$ cat src/dl_pkg.sv
`default_nettype none

package dl_pkg;

	////////////////////
	// Link words

	// Two 8-bit symbols per clock, low symbol first on the wire
	typedef logic [15:0] word_t;

	// One control character flag per symbol
	typedef logic [1:0] kmask_t;

	////////////////////
	// Flow control

	typedef logic [7:0] hdr_credit_t;
	typedef logic [11:0] data_credit_t;

	// HdrFC sits in bits 21:14
	// DataFC sits in bits 11:0
	typedef logic [23:0] dllp_payload_t;

	// Credit classes, also the index of the partner credit arrays
	typedef enum logic [1:0] {
		FC_P   = 2'd0,
		FC_NP  = 2'd1,
		FC_CPL = 2'd2
	} fc_class_t;

	// Low three bits of every FC type carry the VC number
	typedef enum logic [7:0] {
		DLLP_ACK           = 8'h00,
		DLLP_NAK           = 8'h10,
		DLLP_INITFC1_P     = 8'h40,
		DLLP_INITFC1_NP    = 8'h50,
		DLLP_INITFC1_CPL   = 8'h60,
		DLLP_INITFC2_P     = 8'hC0,
		DLLP_INITFC2_NP    = 8'hD0,
		DLLP_INITFC2_CPL   = 8'hE0,
		DLLP_UPDATEFC_P    = 8'h80,
		DLLP_UPDATEFC_NP   = 8'h90,
		DLLP_UPDATEFC_CPL  = 8'hA0
	} dllp_type_t;

	typedef enum logic {
		DL_INACTIVE = 1'b0,
		DL_INIT     = 1'b1
	} dl_state_t;

	////////////////////
	// Symbols and constants

	localparam logic [7:0] SYM_COM      = 8'hBC;	// K28.5
	localparam logic [7:0] SYM_SKP      = 8'h1C;	// K28.0
	localparam logic [7:0] SYM_SDP_DLLP = 8'h5C;	// K28.2
	localparam logic [7:0] SYM_END      = 8'hFD;	// K29.7

	// Scrambler LFSR load values and feedback taps
	localparam word_t SCRAMBLER_SEED      = 16'hFFFF;
	localparam word_t SCRAMBLER_AFTER_COM = 16'hE817;
	localparam word_t SCRAMBLER_TAP_MASK  = 16'h001C;

	// DLLP CRC-16
	localparam word_t CRC_POLY = 16'h100B;
	localparam word_t CRC_SEED = 16'hFFFF;

	// Consecutive idle words before flow control init starts
	localparam int IDLE_RUN_LENGTH = 8;

endpackage

`default_nettype wire

$ cat src/dllp_crc16.sv
`timescale 1ns/10ps
`default_nettype none

module dllp_crc16 import dl_pkg::*; (
	input wire clk,
	input wire rst_n,
	input wire first_phase,
	input wire second_phase,
	input wire word_t data_first,
	input wire word_t data_second,
	output word_t crc
);

	// Running remainder between the two phases
	word_t rem;

	// Two bytes, low byte first, each byte LSB first
	function automatic word_t crc_step(input word_t seed, input word_t data);
		word_t r;
		logic fb;
		r = seed;
		for (int i = 0; i < 16; i++) begin
			fb = r[15] ^ data[i];
			r = {r[14:0], 1'b0};
			if (fb)
				r = r ^ CRC_POLY;
		end
		return r;
	endfunction

	always_ff @(posedge clk or negedge rst_n) begin
		if (!rst_n) begin
			rem <= CRC_SEED;
		end else if (first_phase) begin
			// Type and payload byte 2 always start from the seed
			rem <= crc_step(CRC_SEED, data_first);
		end else if (second_phase) begin
			rem <= crc_step(rem, data_second);
		end
	end

	// Final value is the inverted remainder in reversed bit order
	always_comb begin
		for (int i = 0; i < 16; i++)
			crc[i] = ~rem[15 - i];
	end

endmodule

`default_nettype wire

$ cat src/rx_descrambler.sv
`timescale 1ns/10ps
`default_nettype none

module rx_descrambler import dl_pkg::*; (
	input wire clk,
	input wire rst_n,
	input wire word_t rx_data,
	input wire kmask_t rx_charisk,
	input wire kmask_t rx_err,
	output word_t desc_data,
	output kmask_t desc_k,
	output logic desc_err
);

	word_t scr_state;
	word_t scr_next;
	word_t scr_bits;

	logic com_low;
	logic skp_high;
	logic skp_pair;

	////////////////////
	// LFSR, 16 steps per word

	always_comb begin : lfsr_unroll
		word_t lfsr;
		lfsr = scr_state;
		for (int i = 0; i < 16; i++) begin
			// Output bit is the top of the register
			scr_bits[i] = lfsr[15];
			if (lfsr[15])
				lfsr = {lfsr[14:0] ^ SCRAMBLER_TAP_MASK[14:0], 1'b1};
			else
				lfsr = {lfsr[14:0], 1'b0};
		end
		scr_next = lfsr;
	end

	// Ordered set detection
	assign com_low  = rx_charisk[0] && (rx_data[7:0] == SYM_COM);
	assign skp_high = rx_charisk[1] && (rx_data[15:8] == SYM_SKP);
	assign skp_pair = (rx_charisk == 2'b11) && (rx_data == {SYM_SKP, SYM_SKP});

	always_ff @(posedge clk or negedge rst_n) begin
		if (!rst_n) begin
			scr_state <= SCRAMBLER_SEED;
			desc_data <= '0;
			desc_k    <= '0;
			desc_err  <= 1'b0;
		end else begin
			// K symbols pass unchanged, data symbols get their scrambler byte
			desc_data[7:0]  <= rx_charisk[0] ? rx_data[7:0] : rx_data[7:0] ^ scr_bits[7:0];
			desc_data[15:8] <= rx_charisk[1] ? rx_data[15:8] : rx_data[15:8] ^ scr_bits[15:8];
			desc_k   <= rx_charisk;
			desc_err <= |rx_err;

			// COM reloads the LFSR
			if (com_low)
				scr_state <= skp_high ? SCRAMBLER_SEED : SCRAMBLER_AFTER_COM;
			// SKP pair freezes it
			else if (!skp_pair)
				scr_state <= scr_next;
		end
	end

	// Zero state would lock the LFSR forever
	a_lfsr_live: assert property (@(posedge clk) disable iff (!rst_n)
		scr_state != '0);

endmodule

`default_nettype wire

$ cat src/dllp_rx_parser.sv
`timescale 1ns/10ps
`default_nettype none

module dllp_rx_parser import dl_pkg::*; (
	input wire clk,
	input wire rst_n,
	input wire link_up,
	input wire word_t desc_data,
	input wire kmask_t desc_k,
	input wire desc_err,
	output logic [2:0] partner_fc_valid,
	output hdr_credit_t [2:0] partner_fc_hdr,
	output data_credit_t [2:0] partner_fc_data
);

	typedef enum logic [1:0] {
		RX_IDLE,
		RX_PAYLOAD1,
		RX_PAYLOAD2,
		RX_CRC_END
	} rx_state_t;

	rx_state_t rx_state;
	dllp_type_t rx_type;
	dllp_payload_t rx_payload;
	logic [7:0] rx_crc_hi;
	logic dllp_valid;
	word_t crc_expected;

	fc_class_t hit_cls;
	logic hit;

	// CRC runs over word 1 then word 2 as they arrive
	dllp_crc16 u_crc (
		.clk(clk),
		.rst_n(rst_n),
		.first_phase(rx_state == RX_PAYLOAD1),
		.second_phase(rx_state == RX_PAYLOAD2),
		.data_first({desc_data[7:0], rx_type}),
		.data_second({desc_data[7:0], rx_payload[15:8]}),
		.crc(crc_expected)
	);

	////////////////////
	// Framing FSM

	always_ff @(posedge clk or negedge rst_n) begin
		if (!rst_n) begin
			rx_state   <= RX_IDLE;
			dllp_valid <= 1'b0;
		end else begin
			dllp_valid <= 1'b0;
			case (rx_state)
				RX_IDLE: begin
					// SDP in the low symbol opens a DLLP
					if (desc_k == 2'b01 && desc_data[7:0] == SYM_SDP_DLLP)
						rx_state <= RX_PAYLOAD1;
				end
				RX_PAYLOAD1: begin
					// Payload words carry no K symbols
					rx_state <= (desc_k == 2'b00) ? RX_PAYLOAD2 : RX_IDLE;
				end
				RX_PAYLOAD2: begin
					rx_state <= (desc_k == 2'b00) ? RX_CRC_END : RX_IDLE;
				end
				RX_CRC_END: begin
					// Low CRC byte then END
					if (desc_k == 2'b10 && desc_data[15:8] == SYM_END && !desc_err && link_up &&
						crc_expected == {rx_crc_hi, desc_data[7:0]})
						dllp_valid <= 1'b1;
					rx_state <= RX_IDLE;
				end
				default: rx_state <= RX_IDLE;
			endcase

			// Symbol error or link loss drops any DLLP in flight
			if (desc_err || !link_up)
				rx_state <= RX_IDLE;
		end
	end

	// Field capture
	always_ff @(posedge clk) begin
		case (rx_state)
			RX_IDLE: rx_type <= dllp_type_t'(desc_data[15:8]);
			RX_PAYLOAD1: rx_payload[23:8] <= {desc_data[7:0], desc_data[15:8]};
			RX_PAYLOAD2: begin
				rx_payload[7:0] <= desc_data[7:0];
				rx_crc_hi <= desc_data[15:8];
			end
			default: ;
		endcase
	end

	////////////////////
	// Partner credits

	// Only InitFC1 for VC0 is taken
	always_comb begin
		hit = 1'b1;
		hit_cls = FC_P;
		case (rx_type)
			DLLP_INITFC1_P:   hit_cls = FC_P;
			DLLP_INITFC1_NP:  hit_cls = FC_NP;
			DLLP_INITFC1_CPL: hit_cls = FC_CPL;
			default:          hit = 1'b0;
		endcase
	end

	always_ff @(posedge clk or negedge rst_n) begin
		if (!rst_n) begin
			partner_fc_valid <= '0;
			partner_fc_hdr   <= '0;
			partner_fc_data  <= '0;
		end else if (dllp_valid && hit) begin
			partner_fc_valid[hit_cls] <= 1'b1;
			partner_fc_hdr[hit_cls]   <= rx_payload[21:14];
			partner_fc_data[hit_cls]  <= rx_payload[11:0];
		end
	end

	// A good DLLP follows SDP then two payload words then END on back-to-back words
	a_dllp_framing: assert property (@(posedge clk) disable iff (!rst_n)
		dllp_valid |-> $past(desc_k, 4) == 2'b01 && $past(desc_k, 3) == 2'b00 &&
			$past(desc_k, 2) == 2'b00 && $past(desc_k) == 2'b10);

endmodule

`default_nettype wire

$ cat src/dl_link_control.sv
`timescale 1ns/10ps
`default_nettype none

module dl_link_control import dl_pkg::*; #(
	parameter int adv_hdr_p = 32,
	parameter int adv_data_p = 2048,
	parameter int adv_hdr_np = 32,
	parameter int adv_data_np = 2048,
	parameter int adv_hdr_cpl = 0,
	parameter int adv_data_cpl = 0
) (
	input wire clk,
	input wire rst_n,
	input wire link_up,
	input wire word_t desc_data,
	input wire kmask_t desc_k,
	input wire desc_err,
	input wire dllp_ack,
	output logic dllp_req,
	output dllp_type_t dllp_type,
	output dllp_payload_t dllp_payload,
	output logic link_init
);

	localparam int RUN_W = $clog2(IDLE_RUN_LENGTH + 1);

	dl_state_t dl_state;
	fc_class_t cur_cls;
	fc_class_t load_cls;
	logic [RUN_W-1:0] idle_run;
	logic [RUN_W-1:0] idle_run_next;
	logic idle_word;
	logic run_done;
	logic load_dllp;

	hdr_credit_t load_hdr;
	data_credit_t load_data;
	dllp_type_t load_type;

	////////////////////
	// Idle detection

	// Logical idle is a zero data word with no K and no error
	assign idle_word = (desc_data == '0) && (desc_k == '0) && !desc_err;
	assign idle_run_next = idle_word ? idle_run + 1'b1 : '0;
	assign run_done = link_up && (idle_run_next == RUN_W'(IDLE_RUN_LENGTH));

	// First DLLP on entry, next one on every ack
	assign load_dllp = (dl_state == DL_INACTIVE && run_done) ||
		(dl_state == DL_INIT && link_up && dllp_ack);

	// P then NP then CPL then back to P
	always_comb begin
		if (dl_state == DL_INACTIVE)
			load_cls = FC_P;
		else if (cur_cls == FC_P)
			load_cls = FC_NP;
		else if (cur_cls == FC_NP)
			load_cls = FC_CPL;
		else
			load_cls = FC_P;
	end

	// Our advertised credits per class
	always_comb begin
		case (load_cls)
			FC_P: begin
				load_type = DLLP_INITFC1_P;
				load_hdr  = hdr_credit_t'(adv_hdr_p);
				load_data = data_credit_t'(adv_data_p);
			end
			FC_NP: begin
				load_type = DLLP_INITFC1_NP;
				load_hdr  = hdr_credit_t'(adv_hdr_np);
				load_data = data_credit_t'(adv_data_np);
			end
			default: begin
				load_type = DLLP_INITFC1_CPL;
				load_hdr  = hdr_credit_t'(adv_hdr_cpl);
				load_data = data_credit_t'(adv_data_cpl);
			end
		endcase
	end

	////////////////////
	// Link state

	always_ff @(posedge clk or negedge rst_n) begin
		if (!rst_n) begin
			dl_state <= DL_INACTIVE;
			idle_run <= '0;
			dllp_req <= 1'b0;
			cur_cls  <= FC_P;
		end else begin
			case (dl_state)
				DL_INACTIVE: begin
					idle_run <= link_up ? idle_run_next : '0;
					if (run_done) begin
						dl_state <= DL_INIT;
						idle_run <= '0;
					end
				end
				default: begin
					if (!link_up) begin
						dl_state <= DL_INACTIVE;
						dllp_req <= 1'b0;
					end
				end
			endcase
			if (load_dllp) begin
				dllp_req <= 1'b1;
				cur_cls  <= load_cls;
			end
		end
	end

	// DLLP contents stay put until the next load
	always_ff @(posedge clk) begin
		if (load_dllp) begin
			dllp_type    <= load_type;
			dllp_payload <= {2'b00, load_hdr, 2'b00, load_data};
		end
	end

	assign link_init = (dl_state == DL_INIT);

	a_no_req_inactive: assert property (@(posedge clk) disable iff (!rst_n)
		dl_state == DL_INACTIVE |-> !dllp_req);

endmodule

`default_nettype wire

$ cat src/dllp_tx_framer.sv
`timescale 1ns/10ps
`default_nettype none

module dllp_tx_framer import dl_pkg::*; (
	input wire clk,
	input wire rst_n,
	input wire dllp_req,
	input wire dllp_type_t dllp_type,
	input wire dllp_payload_t dllp_payload,
	input wire tx_skip_req,
	input wire tx_skip_done,
	output logic dllp_ack,
	output word_t tx_data,
	output kmask_t tx_charisk,
	output logic tx_skip_ack
);

	typedef enum logic [2:0] {
		TX_IDLE,
		TX_SKIP,
		TX_WORD1,
		TX_WORD2,
		TX_WORD3
	} tx_state_t;

	tx_state_t tx_state;
	word_t tx_crc;
	logic start;

	// DLLP may only start from idle when no skip is pending
	assign start = (tx_state == TX_IDLE) && !tx_skip_req && dllp_req;

	// CRC of type and payload, ready by word 2
	dllp_crc16 u_crc (
		.clk(clk),
		.rst_n(rst_n),
		.first_phase(start),
		.second_phase(tx_state == TX_WORD1),
		.data_first({dllp_payload[23:16], dllp_type}),
		.data_second({dllp_payload[7:0], dllp_payload[15:8]}),
		.crc(tx_crc)
	);

	////////////////////
	// Transmit FSM

	always_ff @(posedge clk or negedge rst_n) begin
		if (!rst_n) begin
			tx_state    <= TX_IDLE;
			tx_data     <= '0;
			tx_charisk  <= '0;
			tx_skip_ack <= 1'b0;
			dllp_ack    <= 1'b0;
		end else begin
			// Handshake pulses last one cycle
			tx_skip_ack <= 1'b0;
			dllp_ack    <= 1'b0;
			case (tx_state)
				TX_IDLE: begin
					tx_data    <= '0;
					tx_charisk <= '0;
					// Skip wins over a new DLLP
					if (tx_skip_req) begin
						tx_skip_ack <= 1'b1;
						tx_state    <= TX_SKIP;
					end else if (dllp_req) begin
						tx_data    <= {dllp_type, SYM_SDP_DLLP};
						tx_charisk <= 2'b01;
						tx_state   <= TX_WORD1;
					end
				end
				TX_SKIP: begin
					// PHY owns the lane until done
					tx_data    <= '0;
					tx_charisk <= '0;
					if (tx_skip_done)
						tx_state <= TX_IDLE;
				end
				TX_WORD1: begin
					tx_data    <= {dllp_payload[15:8], dllp_payload[23:16]};
					tx_charisk <= 2'b00;
					tx_state   <= TX_WORD2;
				end
				TX_WORD2: begin
					// Controller may reload after this word
					tx_data    <= {tx_crc[15:8], dllp_payload[7:0]};
					tx_charisk <= 2'b00;
					dllp_ack   <= 1'b1;
					tx_state   <= TX_WORD3;
				end
				TX_WORD3: begin
					tx_data    <= {SYM_END, tx_crc[7:0]};
					tx_charisk <= 2'b10;
					tx_state   <= TX_IDLE;
				end
				default: tx_state <= TX_IDLE;
			endcase
		end
	end

	a_skip_ack_pulse: assert property (@(posedge clk) disable iff (!rst_n)
		tx_skip_ack |=> !tx_skip_ack);

endmodule

`default_nettype wire

$ cat src/pcie_data_link.sv
`timescale 1ns/10ps
`default_nettype none

module pcie_data_link import dl_pkg::*; #(
	parameter int adv_hdr_p = 32,
	parameter int adv_data_p = 2048,
	parameter int adv_hdr_np = 32,
	parameter int adv_data_np = 2048,
	// Zero advertises unlimited completions
	parameter int adv_hdr_cpl = 0,
	parameter int adv_data_cpl = 0
) (
	input wire clk,
	input wire rst_n,
	input wire link_up,
	input wire word_t rx_data,
	input wire kmask_t rx_charisk,
	input wire kmask_t rx_err,
	input wire tx_skip_req,
	input wire tx_skip_done,
	output wire word_t tx_data,
	output wire kmask_t tx_charisk,
	output wire tx_skip_ack,
	output wire link_init,
	output wire [2:0] partner_fc_valid,
	output wire hdr_credit_t [2:0] partner_fc_hdr,
	output wire data_credit_t [2:0] partner_fc_data
);

	// Descrambled receive word
	wire word_t desc_data;
	wire kmask_t desc_k;
	wire desc_err;

	// DLLP request path
	wire dllp_req;
	wire dllp_ack;
	wire dllp_type_t dllp_type;
	wire dllp_payload_t dllp_payload;

	rx_descrambler u_desc (
		.clk(clk), .rst_n(rst_n),
		.rx_data(rx_data), .rx_charisk(rx_charisk), .rx_err(rx_err),
		.desc_data(desc_data), .desc_k(desc_k), .desc_err(desc_err)
	);

	dllp_rx_parser u_parser (
		.clk(clk), .rst_n(rst_n), .link_up(link_up),
		.desc_data(desc_data), .desc_k(desc_k), .desc_err(desc_err),
		.partner_fc_valid(partner_fc_valid),
		.partner_fc_hdr(partner_fc_hdr),
		.partner_fc_data(partner_fc_data)
	);

	dl_link_control #(
		.adv_hdr_p(adv_hdr_p), .adv_data_p(adv_data_p),
		.adv_hdr_np(adv_hdr_np), .adv_data_np(adv_data_np),
		.adv_hdr_cpl(adv_hdr_cpl), .adv_data_cpl(adv_data_cpl)
	) u_ctrl (
		.clk(clk), .rst_n(rst_n), .link_up(link_up),
		.desc_data(desc_data), .desc_k(desc_k), .desc_err(desc_err),
		.dllp_ack(dllp_ack), .dllp_req(dllp_req),
		.dllp_type(dllp_type), .dllp_payload(dllp_payload),
		.link_init(link_init)
	);

	dllp_tx_framer u_framer (
		.clk(clk), .rst_n(rst_n),
		.dllp_req(dllp_req), .dllp_type(dllp_type), .dllp_payload(dllp_payload),
		.tx_skip_req(tx_skip_req), .tx_skip_done(tx_skip_done),
		.dllp_ack(dllp_ack), .tx_data(tx_data), .tx_charisk(tx_charisk),
		.tx_skip_ack(tx_skip_ack)
	);

endmodule

`default_nettype wire

$ cat config.mk
export PLATFORM = sky130hd
export DESIGN_NAME = pcie_data_link
export DESIGN_NICKNAME = d
export VERILOG_FILES = /design/src/dl_pkg.sv /design/src/dllp_crc16.sv /design/src/rx_descrambler.sv /design/src/dllp_rx_parser.sv /design/src/dl_link_control.sv /design/src/dllp_tx_framer.sv /design/src/pcie_data_link.sv
export SDC_FILE = /design/constraint.sdc
export NUM_CORES = 1
export LEC_CHECK = 0
export BUFFER_PORTS_ARGS = -buffer_cell sky130_fd_sc_hd__buf_4
export CORE_ASPECT_RATIO = 1.25
export CORE_MARGIN = 3
export CORE_UTILIZATION = 50
export CTS_BUF_LIST = sky130_fd_sc_hd__clkbuf_4 sky130_fd_sc_hd__clkbuf_8 sky130_fd_sc_hd__clkbuf_16
export DETAILED_ROUTE_END_ITERATION = 10
export PLACE_DENSITY = 0.83
export SLEW_MARGIN = 10
export SYNTH_ARGS = -nofsm -noshare
export SYNTH_HDL_FRONTEND = slang
export SYNTH_SLANG_ARGS = --single-unit
$ cat constraint.sdc
create_clock -name clk -period 2.3 [get_ports clk]
set_input_delay 0.46 -clock clk [delete_from_list [all_inputs] [get_ports clk]]
set_output_delay 0.46 -clock clk [all_outputs]
set_load 0.005 [all_outputs]
; Yosys cells after proc, flatten, opt, wreduce, memory -nomap -nowiden
; Cells that the tools add are included.
[totals]
reg_bits = 230
inputBits = 25
out_inout_bits = 83
wordCells = 496
[op_classes]
n_addsub = 1
order_cmp = 2
eq_ne = 27
n_mux = 224
n_bitwise = 172
n_reduce_logical = 40
[op_table]
columns = cell, n
row1 = $mux W16, 98
row2 = $mux W13, 65
row3 = $not A4 Y4, 62
row4 = $mux W6, 17
row5 = $pmux W16 S5, 1
row6 = $xor A1 B1 Y1, 58
row7 = $not A3 Y3, 16
row8 = $bwmux W36, 1
row9 = $not A1 Y1, 33
row10 = $eq A8 B7 Y1 const B, 4
row11 = $bwmux W24, 1
row12 = $demux W12 S2, 1
row13 = $mux W12, 2
row14 = $mux W8, 3
row15 = $logic_and A1 B1 Y1, 18
row16 = $demux W8 S2, 1
row17 = $eq A16 B13 Y1 const B, 1
row18 = $eq A16 B16 Y1, 1
row19 = $eq A8 B8 Y1 const B, 2
row20 = $logic_not A16 Y1, 1
row21 = $mux W2, 8
row22 = $xor A8 B8 Y8, 2
row23 = $mux W1, 14
row24 = $mux W4, 3
row25 = 32 further kinds, 53

; Longest topological paths before layout
; Gate-level depths: netlist (run 1).
[depth]
depth_word = 64
ltp_mapped = 9
ltp_nobuf = 7

; Cells and area by module
; From an unflattened synthesis (run 1), not the netlist that was laid out.
[unflattened]
cells_unflattened = 1019
hier_area_um2 = 12463.2
[modules_own_cells]
columns = mod, n_inst, cells_per_inst, area_each_um2, seq_area_each_um2
row1 = dllp_crc16, 2, 196, 2059.5, 420.4
row2 = dllp_rx_parser, 1, 219, 4063.9, 2792.7
row3 = rx_descrambler, 1, 191, 2037.0, 895.9
row4 = dllp_tx_framer, 1, 128, 1376.3, 575.6
row5 = dl_link_control, 1, 89, 867.1, 290.3

; Worst setup path after synthesis (run 1)
; Ideal clock, no wire load.
[synth_timing]
path_kind = reg-to-reg
start = reg u_parser.u_crc.rem[15]
end = reg u_parser.u_crc.rem[4]
setup_ps = 84
t_arrival_ps = 2271
required_ps = 2216
path_slack_ps = -55
path_stages_with_launch = 7
path_buffers = 0
period_less_slack_ps = 2355
cell_sequence = dfstp_2 xor2_2 xnor3_2 xnor2_4 xor3_1 nor2_1 a311o_1
[synth_via]
elab_chain_cells = 44
[synth_rtl]
columns = element, line_no
row1 = start: declaration, dllp_crc16.sv:15  ; word_t rem;
row2 = start signal: assignment, dllp_crc16.sv:36  ; rem <= crc_step(CRC_SEED, data_first);
row3 = start signal: assignment, dllp_crc16.sv:38  ; rem <= crc_step(rem, data_second);
row4 = $xor A1 B1 Y1 *, dllp_crc16.sv:23  ; fb = r[15] ^ data[i];
row5 = $mux W13 *, dllp_crc16.sv:25  ; if (fb)
row6 = $mux W16 *, dllp_crc16.sv:37  ; end else if (second_phase) begin
row7 = $mux W16 *, dllp_crc16.sv:34  ; end else if (first_phase) begin
row8 = $mux W16 *, dllp_crc16.sv:37
row9 = $mux W16 *, dllp_crc16.sv:34
row10 = $mux W16 *, dllp_crc16.sv:37
row11 = $mux W16 *, dllp_crc16.sv:34
row12 = (+28 left out), n/a
row13 = $mux W16 *, dllp_crc16.sv:34
row14 = $not A4 Y4 (no source line), n/a
row15 = $mux W13 *, dllp_crc16.sv:25
row16 = $mux W16 *, dllp_crc16.sv:37
row17 = $mux W16 *, dllp_crc16.sv:34
row18 = $mux W13 *, dllp_crc16.sv:25
row19 = $mux W16 *, dllp_crc16.sv:37
row20 = $mux W16 *, dllp_crc16.sv:34
; Every way passes the cells marked *; elsewhere a longest branch is shown, timed or not. The select of a mux whose other input is x is not followed.
; A chain may end at the register's enable or synchronous reset.

; Final worst setup path (run 1)
[layout_timing]
start = reg u_desc.desc_data[12]
end = reg u_ctrl.dllp_payload[11], enable pin
[layout_via]
elab_chain_cells = 8
[layout_rtl]
columns = element, line_no
row1 = start: declaration, rx_descrambler.sv:10  ; output word_t desc_data,
row2 = start signal: assignment, rx_descrambler.sv:54  ; desc_data[15:8] <= rx_charisk[1] ? rx_data[15:8] : rx_data[15:8] ^ scr_bits[15:8];
row3 = $logic_not A16 Y1, dl_link_control.sv:44  ; assign idle_word = (desc_data == '0) && (desc_k == '0) && !desc_err;
row4 = $logic_and A1 B1 Y1 (2 in series), dl_link_control.sv:44
row5 = $mux W4, dl_link_control.sv:45  ; assign idle_run_next = idle_word ? idle_run + 1'b1 : '0;
row6 = $eq A4 B4 Y1, dl_link_control.sv:46  ; assign run_done = link_up && (idle_run_next == RUN_W'(IDLE_RUN_LENGTH));
row7 = $logic_and A1 B1 Y1, dl_link_control.sv:46
row8 = $logic_and A1 B1 Y1, dl_link_control.sv:49  ; assign load_dllp = (dl_state == DL_INACTIVE && run_done) ||
row9 = $logic_or A1 B1 Y1, dl_link_control.sv:49
row10 = named net u_ctrl.load_dllp, dl_link_control.sv:34  ; logic load_dllp;
row11 = end signal: assignment, dl_link_control.sv:121  ; dllp_payload <= {2'b00, load_hdr, 2'b00, load_data};
row12 = end: declaration, dl_link_control.sv:21  ; output dllp_payload_t dllp_payload,
; The timed path passes the listed nets, and every way through them passes these cells.

==> impl_metrics.json, run 1 <==
{
  "status": "complete, no violations",
  "grt_max_degree": 45,
  "wl_per_cell_um": 18.3,
  "dp_slack_ns": -0.0352,
  "setup_tns_ns": 0,
  "grt_pass1_vias": 7578,
  "drive_gt1_share_pct": 32.8,
  "cts_buffer_depth": 3,
  "drt_drc_violations_left": 0,
  "synth.most_common_cell": "xnor2_1",
  "rsz0062_at_grt": "no",
  "yosysTopAreaCell": "dfrtp_1",
  "seqCellArea_sq_um": 5400,
  "ys_types": 59,
  "hold_class": "input pin to flip-flop",
  "postRouteAntennaNets": 0,
  "port-buffer-count": 107,
  "num_vias": 7257,
  "ys_ff_latch": 205,
  "synth_area_sq_um": 10600,
  "final_net_count": 1108,
  "timing.fmax_ghz": 0.447,
  "required_ns": 2.51,
  "drv_cap": 0,
  "critical_path.max_fanout": 3,
  "leakagePower_nw": 5.84,
  "area_delta_synth_final_pct": 22.6,
  "worst-endpoint-arrival_ns": 2.45,
  "crit_top_cell": "nand2_1",
  "synth_edf_count": 41,
  "min_period_ns": 2.23,
  "finalWirelength_um": 24900,
  "hold_viol_final": 0,
  "syn_inst": 914,
  "path_cells": "nor4_1 > nand2_1 > nor3_2 > nand2_1 > or4b_2 > nand2_2",
  "place.gp.congestion": 0.926,
  "fin_ws_ns": 0.0651,
  "die_y_um": 169,
  "numCtsBuffers": 21,
  "yosysTopAreaCellShare_pct": 27.4,
  "grt_pass1_wl_um": 40100,
  "hpwl_um": 18200,
  "worst_pin_slew_ns": 0.555,
  "holdWs_ns": 0.137,
  "ir_drop_v": 0.00192,
  "yosys_warnings": 0,
  "cts_num_sinks": 205,
  "fillCellCount": 1569,
  "slowest_delay_ns": 0.64,
  "die-area_sq_um": 23000,
  "met3_usage_pct": 2.82,
  "setup_violations": 0,
  "core_area_sq_um": 20500,
  "cts.reportedPaths.clkPinSlew_ns": 0.06,
  "pwr_density_cell_nw_per_um2": 1920,
  "dr.pass1.iters": 5,
  "critPathLaunchType": "flip-flop",
  "synth_area_leaders": "dfrtp_1 27%, xnor2_1 13%, dfstp_2 12%",
  "grt-ovfl-total": 0,
  "syn_area_per_cell_sq_um": 11.6,
  "max-slew-margin-rel_pct": 62.6,
  "antenna_found_initial": 0,
  "boundaryPins": 108,
  "cts_tree": "built",
  "syn-num-nets": 947,
  "core.rowCount": 58,
  "antenna_cells": 0,
  "report.final.slew_viol_count": 0,
  "groute.usage.overall_pct": 21.8,
  "ys_async_sr_fraction_pct": 80.0,
  "worstSetupPathType": "flip-flop to flip-flop",
  "worstSkewPairLatency_ns": 0.50,
  "drtIter0Drc": 458,
  "synth_seq_area_share_pct": 51.0,
  "viasPerCell": 5.34,
  "cp_slowest_cell": "or4b_2",
  "multi_input_area_sq_um": 4900,
  "die_w_um": 136,
  "total_power_w": 0.0249,
  "root_buffer": "clkbuf_16",
  "use_met1_pct": 26.6,
  "initial_core_util_pct": 51.7,
  "h-tree-depth": 1,
  "top_usage_layer": "met2",
  "final_util_pct": 63.4,
  "grt_util_met2_pct": 39.9,
  "finalClockSkew_ns": 0.0225,
  "critPathCaptureType": "flip-flop",
  "synth_common_cells": "154 x xnor2_1, 116 x dfrtp_1, 66 x mux2_2, 59 x nor2_1, 57 x xor2_1",
  "ys.flop_type": "dfrtp_1",
  "timing.final.crit_share_pct": 97.2
}
## per-layer routing
layer | vias up | share of wire [%] | wire (um)
met4 | 0 | 2.9 | 724
met3 | 48 | 4.8 | 1200
met5 | - | 0 | 0
met2 | 200 | 53 | 13200
met1 | 3601 | 39 | 9790
li1 | 3408 | - | -
## power by group
group	switching, W	total (W)	internal [W]
clock network	0.00142	0.00360	0.00218
logic	0.00732	0.0154	0.00809
registers	0.000912	0.00589	0.00497
## what timing repair did
action | in CTS | in global routing
hold buffers | 1 | 0
hold endpoints to repair | 18 | 0
setup endpoints to repair | 3 | 10
pin swaps | 0 | 1
buffers inserted | 0 | 3
gates resized for setup | 2 | 3
## path summary, 6_finish.rpt
| path | slack (ns) | cells past startpoint | to | start |
|---|---|---|---|---|
| worst max-delay path | 0.07 | 6 | u_ctrl.dllp_payload[11]$_DFFE_PP_ | u_desc.desc_data[12]$_DFF_PN0_ |
| worst min-delay path | 0.14 | 1 | u_desc.desc_k[0]$_DFF_PN0_ | rx_charisk[0] |
| worst max register to register | 0.07 | 6 | u_ctrl.dllp_payload[11]$_DFFE_PP_ | u_desc.desc_data[12]$_DFF_PN0_ |
| worst min register to register | 0.47 | 1 | u_parser.partner_fc_valid[2]$_DFFE_PN0P_ | u_parser.partner_fc_valid[2]$_DFFE_PN0P_ |
| max in group asynchronous | 1.20 | 3 | u_framer.u_crc.rem[0]$_DFFE_PN1P_ | rst_n |
| min in group asynchronous | 0.47 | 2 | u_ctrl.link_init$_DFF_PN0_ | rst_n |
## flip-flops by register name (all words and copies together), names as in the netlist, 2 cells and up
| name | flops |
|---|---|
| u_parser.partner_fc_data | 36 |
| u_parser.partner_fc_hdr | 24 |
| u_parser.rx_payload | 22 |
| u_desc.desc_data | 16 |
| u_desc.scr_state | 16 |
| u_framer.tx_data | 16 |
| u_framer.u_crc.rem | 16 |
| u_parser.u_crc.rem | 16 |
| u_parser.rx_crc_hi | 8 |
| u_parser.rx_type | 8 |
| u_ctrl.idle_run | 4 |
| u_framer.tx_state | 3 |
| u_parser.partner_fc_valid | 3 |
| u_ctrl.cur_cls | 2 |
| u_ctrl.dllp_type | 2 |
| u_desc.desc_k | 2 |
| u_framer.tx_charisk | 2 |
| u_parser.rx_state | 2 |
## area by class of cell
| type | count | share of cell area (%) |
|---|---|---|
| flip-flops and latches | 205 | 41.6 |
| repair buffers | 186 | 11.4 |
| well taps | 270 | 2.60 |
| clock buffers | 26 | 4.57 |
| inverters | 32 | 0.926 |
| multi-input cells | 629 | 37.8 |
| clock inverters | 12 | 1.11 |
## cell usage in the layout, fill, tap and decap left out, drive strengths merged, types with 19 or more instances in the layout
cell type / netlist / routed
mux2: 66 / 66
buf: 6 / 185
edfxtp: 41 / 41
nor2: 59 / 59
dfstp: 48 / 48
o21ai: 47 / 47
clkbuf: 42 / 26
nand2b: 19 / 19
xnor2: 159 / 159
dfrtp: 116 / 116
a21oi: 45 / 45
xor2: 58 / 58
nand2: 50 / 50
inv: 31 / 33
## metrics by stage
step                cells  area [sq um]
finish               1360         13000
global route         1360         13000
CTS                  1357         12900
detailed placement   1318         12200
global placement     1318         12200
floorplan             914         10600
## cells by family after synthesis
| kind of cell | synth area share, % |
|---|---|
| AO/OA/AOI/OAI | 7.48 |
| XOR/XNOR | 21.9 |
| adder cells (fa/ha/maj) | 0.946 |
| buffers and inverters | 2.96 |
| flip-flops | 51.0 |
| multiplexers | 7.50 |
| AND/OR/NAND/NOR | 8.28 |
## critical path: cells and delay by family (launching register included)
| family | cells | cell delay, ns |
|---|---|---|
| simple gates | 6 | 1.57 |
| flops | 1 | 0.38 |
Power figures use the tool's default switching activity.
==> inputs of run 2 (changes only) <==
--- a/config.mk
+++ b/config.mk
@@ -11,7 +11,7 @@
 export CORE_UTILIZATION = 50
 export CTS_BUF_LIST = sky130_fd_sc_hd__clkbuf_4 sky130_fd_sc_hd__clkbuf_8 sky130_fd_sc_hd__clkbuf_16
 export DETAILED_ROUTE_END_ITERATION = 10
-export PLACE_DENSITY = 0.83
+export PLACE_DENSITY = 0.8
 export SLEW_MARGIN = 10
 export SYNTH_ARGS = -nofsm -noshare
 export SYNTH_HDL_FRONTEND = slang
==> constraint.sdc (replaced) <==
create_clock -name clk -period 2.4 [get_ports clk]
set_input_delay 0.48 -clock clk [delete_from_list [all_inputs] [get_ports clk]]
set_output_delay 0.48 -clock clk [all_outputs]
set_load 0.005 [all_outputs]
==> impl_metrics.json, run 2 (synthesis results as in run 1) <==
{
  "swShare_pct": 39.6,
  "pwr-share-seq_pct": 24.5,
  "worstReg2RegStart": "u_desc.desc_data[0]$_DFF_PN0_",
  "rsz0062_at_grt": "no",
  "critical_path.max_fanout": 6,
  "grt_pass1_wl_um": 39600,
  "worst-endpoint-arrival_ns": 2.73,
  "ff2ff_path_depth": 6,
  "worst_pin_slew_ns": 0.568,
  "dp_slack_ns": 0.00671,
  "fin_ws_ns": 0.0907,
  "area_delta_synth_final_pct": 20.5,
  "critPathCaptureType": "flip-flop",
  "report.final.slew_viol_count": 0,
  "finalWirelength_um": 24500,
  "drv_cap": 0,
  "antenna_cells": 0,
  "drive_gt1_share_pct": 31.6,
  "grt_max_degree": 55,
  "cts_num_sinks": 205,
  "r2r_end": "u_parser.u_crc.rem[4]$_DFFE_PN1P_",
  "place.gp.congestion": 0.935,
  "layout_common_cells": "161 x buf_4, 152 x xnor2_1, 116 x dfrtp_1",
  "worstSetupPathType": "flip-flop to flip-flop",
  "cts_buffer_depth": 3,
  "r2r_setup_slack_ns": 0.09,
  "grt-ovfl-total": 0,
  "core_area_sq_um": 20500,
  "multi_input_area_sq_um": 4910,
  "h-tree-depth": 1,
  "total_power_w": 0.0234,
  "final_common_cell": "buf_4",
  "power_frac_clock_pct": 13.9,
  "die_y_um": 169,
  "finalNonFillerCells": 1341,
  "critPathLaunchType": "flip-flop",
  "setup_tns_ns": 0,
  "worstHoldPathCells": 1,
  "worstSkewPairLatency_ns": 0.50,
  "root_buffer": "clkbuf_16",
  "hold_class": "input pin to flip-flop",
  "die_w_um": 136,
  "holdWs_ns": 0.166,
  "die-area_sq_um": 23000,
  "cts.reportedPaths.clkPinSlew_ns": 0.06,
  "setup_violations": 0,
  "core.rowCount": 58,
  "hold_viol_final": 0,
  "internal_power_w": 0.0141,
  "num_vias": 7217,
  "seqCellArea_sq_um": 5400,
  "drt_drc_violations_left": 0,
  "regMostFlops": "u_parser.partner_fc_data",
  "switching_power_w": 0.00927,
  "cts_tree": "built",
  "required_ns": 2.82,
  "ir_drop_v": 0.00138,
  "final_net_count": 1089,
  "grt_pass1_vias": 7588,
  "placed_cells": 1302,
  "boundaryPins": 108,
  "hp-start": "rx_charisk[0]",
  "status": "complete, no violations",
  "timing.fmax_ghz": 0.433,
  "postRouteAntennaNets": 0,
  "max-slew-margin-rel_pct": 61.9,
  "groute.usage.overall_pct": 21.5,
  "finalClockSkew_ns": 0.0152,
  "p_comb_share_pct": 61.6,
  "largest_register_ff_count": 36,
  "viasPerCell": 5.38,
  "hpwl_um": 17900,
  "fillCellCount": 1594,
  "timing.final.crit_share_pct": 96.2,
  "post_cts_buffers": 0,
  "wl_per_cell_um": 18.3,
  "initial_core_util_pct": 51.7,
  "port-buffer-count": 107,
  "pwr_density_cell_nw_per_um2": 1830,
  "antenna_found_initial": 0,
  "min_to": "u_desc.desc_k[0]$_DFF_PN0_",
  "reg_top3": "u_parser.partner_fc_data (36), u_parser.partner_fc_hdr (24), u_parser.rx_payload (22)",
  "leakagePower_nw": 5.72,
  "dr.pass1.iters": 5,
  "numCtsBuffers": 21,
  "drtIter0Drc": 386,
  "min_period_ns": 2.31
}
[run 2: per-layer routing]
metal  vias to the layer above  part of all wire, %  GRT usage [%]
li1                       3382                    -              -
met1                      3596                   40           26.3
met2                       190                   53           39.0
met3                        49                  4.4           3.12
met4                         0                  2.7           6.84
met5                         -                    0              0
[run 2: critical path, cell delays in order, from the launching register on]
cell and delay (ns):
dfrtp_1 0.60, xor2_1 0.19, xnor3_2 0.50, xnor2_4 0.20, xor3_1 0.40, nor2_1 0.04, a311o_1 0.30
[run 2: stage by stage]
| stage | cell area [sq um] | utilization, % |
|---|---|---|
| 2_1_floorplan | 10600 | - |
| 3_3_place_gp | 12000 | 58.8 |
| 3_5_place_dp | 12000 | 58.8 |
| 4_1_cts | 12700 | 62.2 |
| 5_1_grt | 12800 | 62.3 |
| 6_report | 12800 | 62.3 |
[run 2: power groups by stage]
| stage | combinational (W) | sequential, W | clock, W |
|---|---|---|---|
| final | 0.0144 | 0.00573 | 0.00325 |
| after global routing | 0.0157 | 0.00583 | 0.00345 |
| after CTS | 0.0143 | 0.00570 | 0.00331 |
| after detailed placement | 0.0142 | 0.00576 | 0 |
| after global placement | 0.0139 | 0.00572 | 0 |
| after floorplan | 0.0113 | 0.00535 | 0 |
[run 2: cell type report]
type                    instances  area share (%)
clock buffers                  26            4.46
clock inverters                12           0.893
inverters                      32           0.942
multi-input cells             629            38.5
flip-flops and latches        205            42.3
well taps                     270            2.65
repair buffers                167            10.3
[run 2: worst max-delay path by stage]
| stage | endpoint | depth (start not counted) | start |
|---|---|---|---|
| floorplan | u_parser.u_crc.rem[4]$_DFFE_PN1P_ | 6 | u_parser.u_crc.rem[15]$_DFFE_PN1P_ |
| global placement | u_ctrl.dllp_payload[11]$_DFFE_PP_ | 6 | u_desc.desc_data[12]$_DFF_PN0_ |
| detailed placement | u_ctrl.dllp_type[4]$_SDFFCE_PP0P_ | 6 | u_desc.desc_data[13]$_DFF_PN0_ |
| CTS | u_ctrl.dllp_type[4]$_SDFFCE_PP0P_ | 6 | u_desc.desc_data[13]$_DFF_PN0_ |
| global route | u_parser.u_crc.rem[3]$_DFFE_PN1P_ | 6 | u_parser.u_crc.rem[14]$_DFFE_PN1P_ |
| finish | u_parser.u_crc.rem[4]$_DFFE_PN1P_ | 6 | u_desc.desc_data[0]$_DFF_PN0_ |
[run 2: what timing repair did]
item | in CTS | in global routing
endpoints found under the setup margin | 0 | 10
hold endpoints to repair | 24 | 0
resized for setup | 0 | 6
hold buffers | 1 | 0
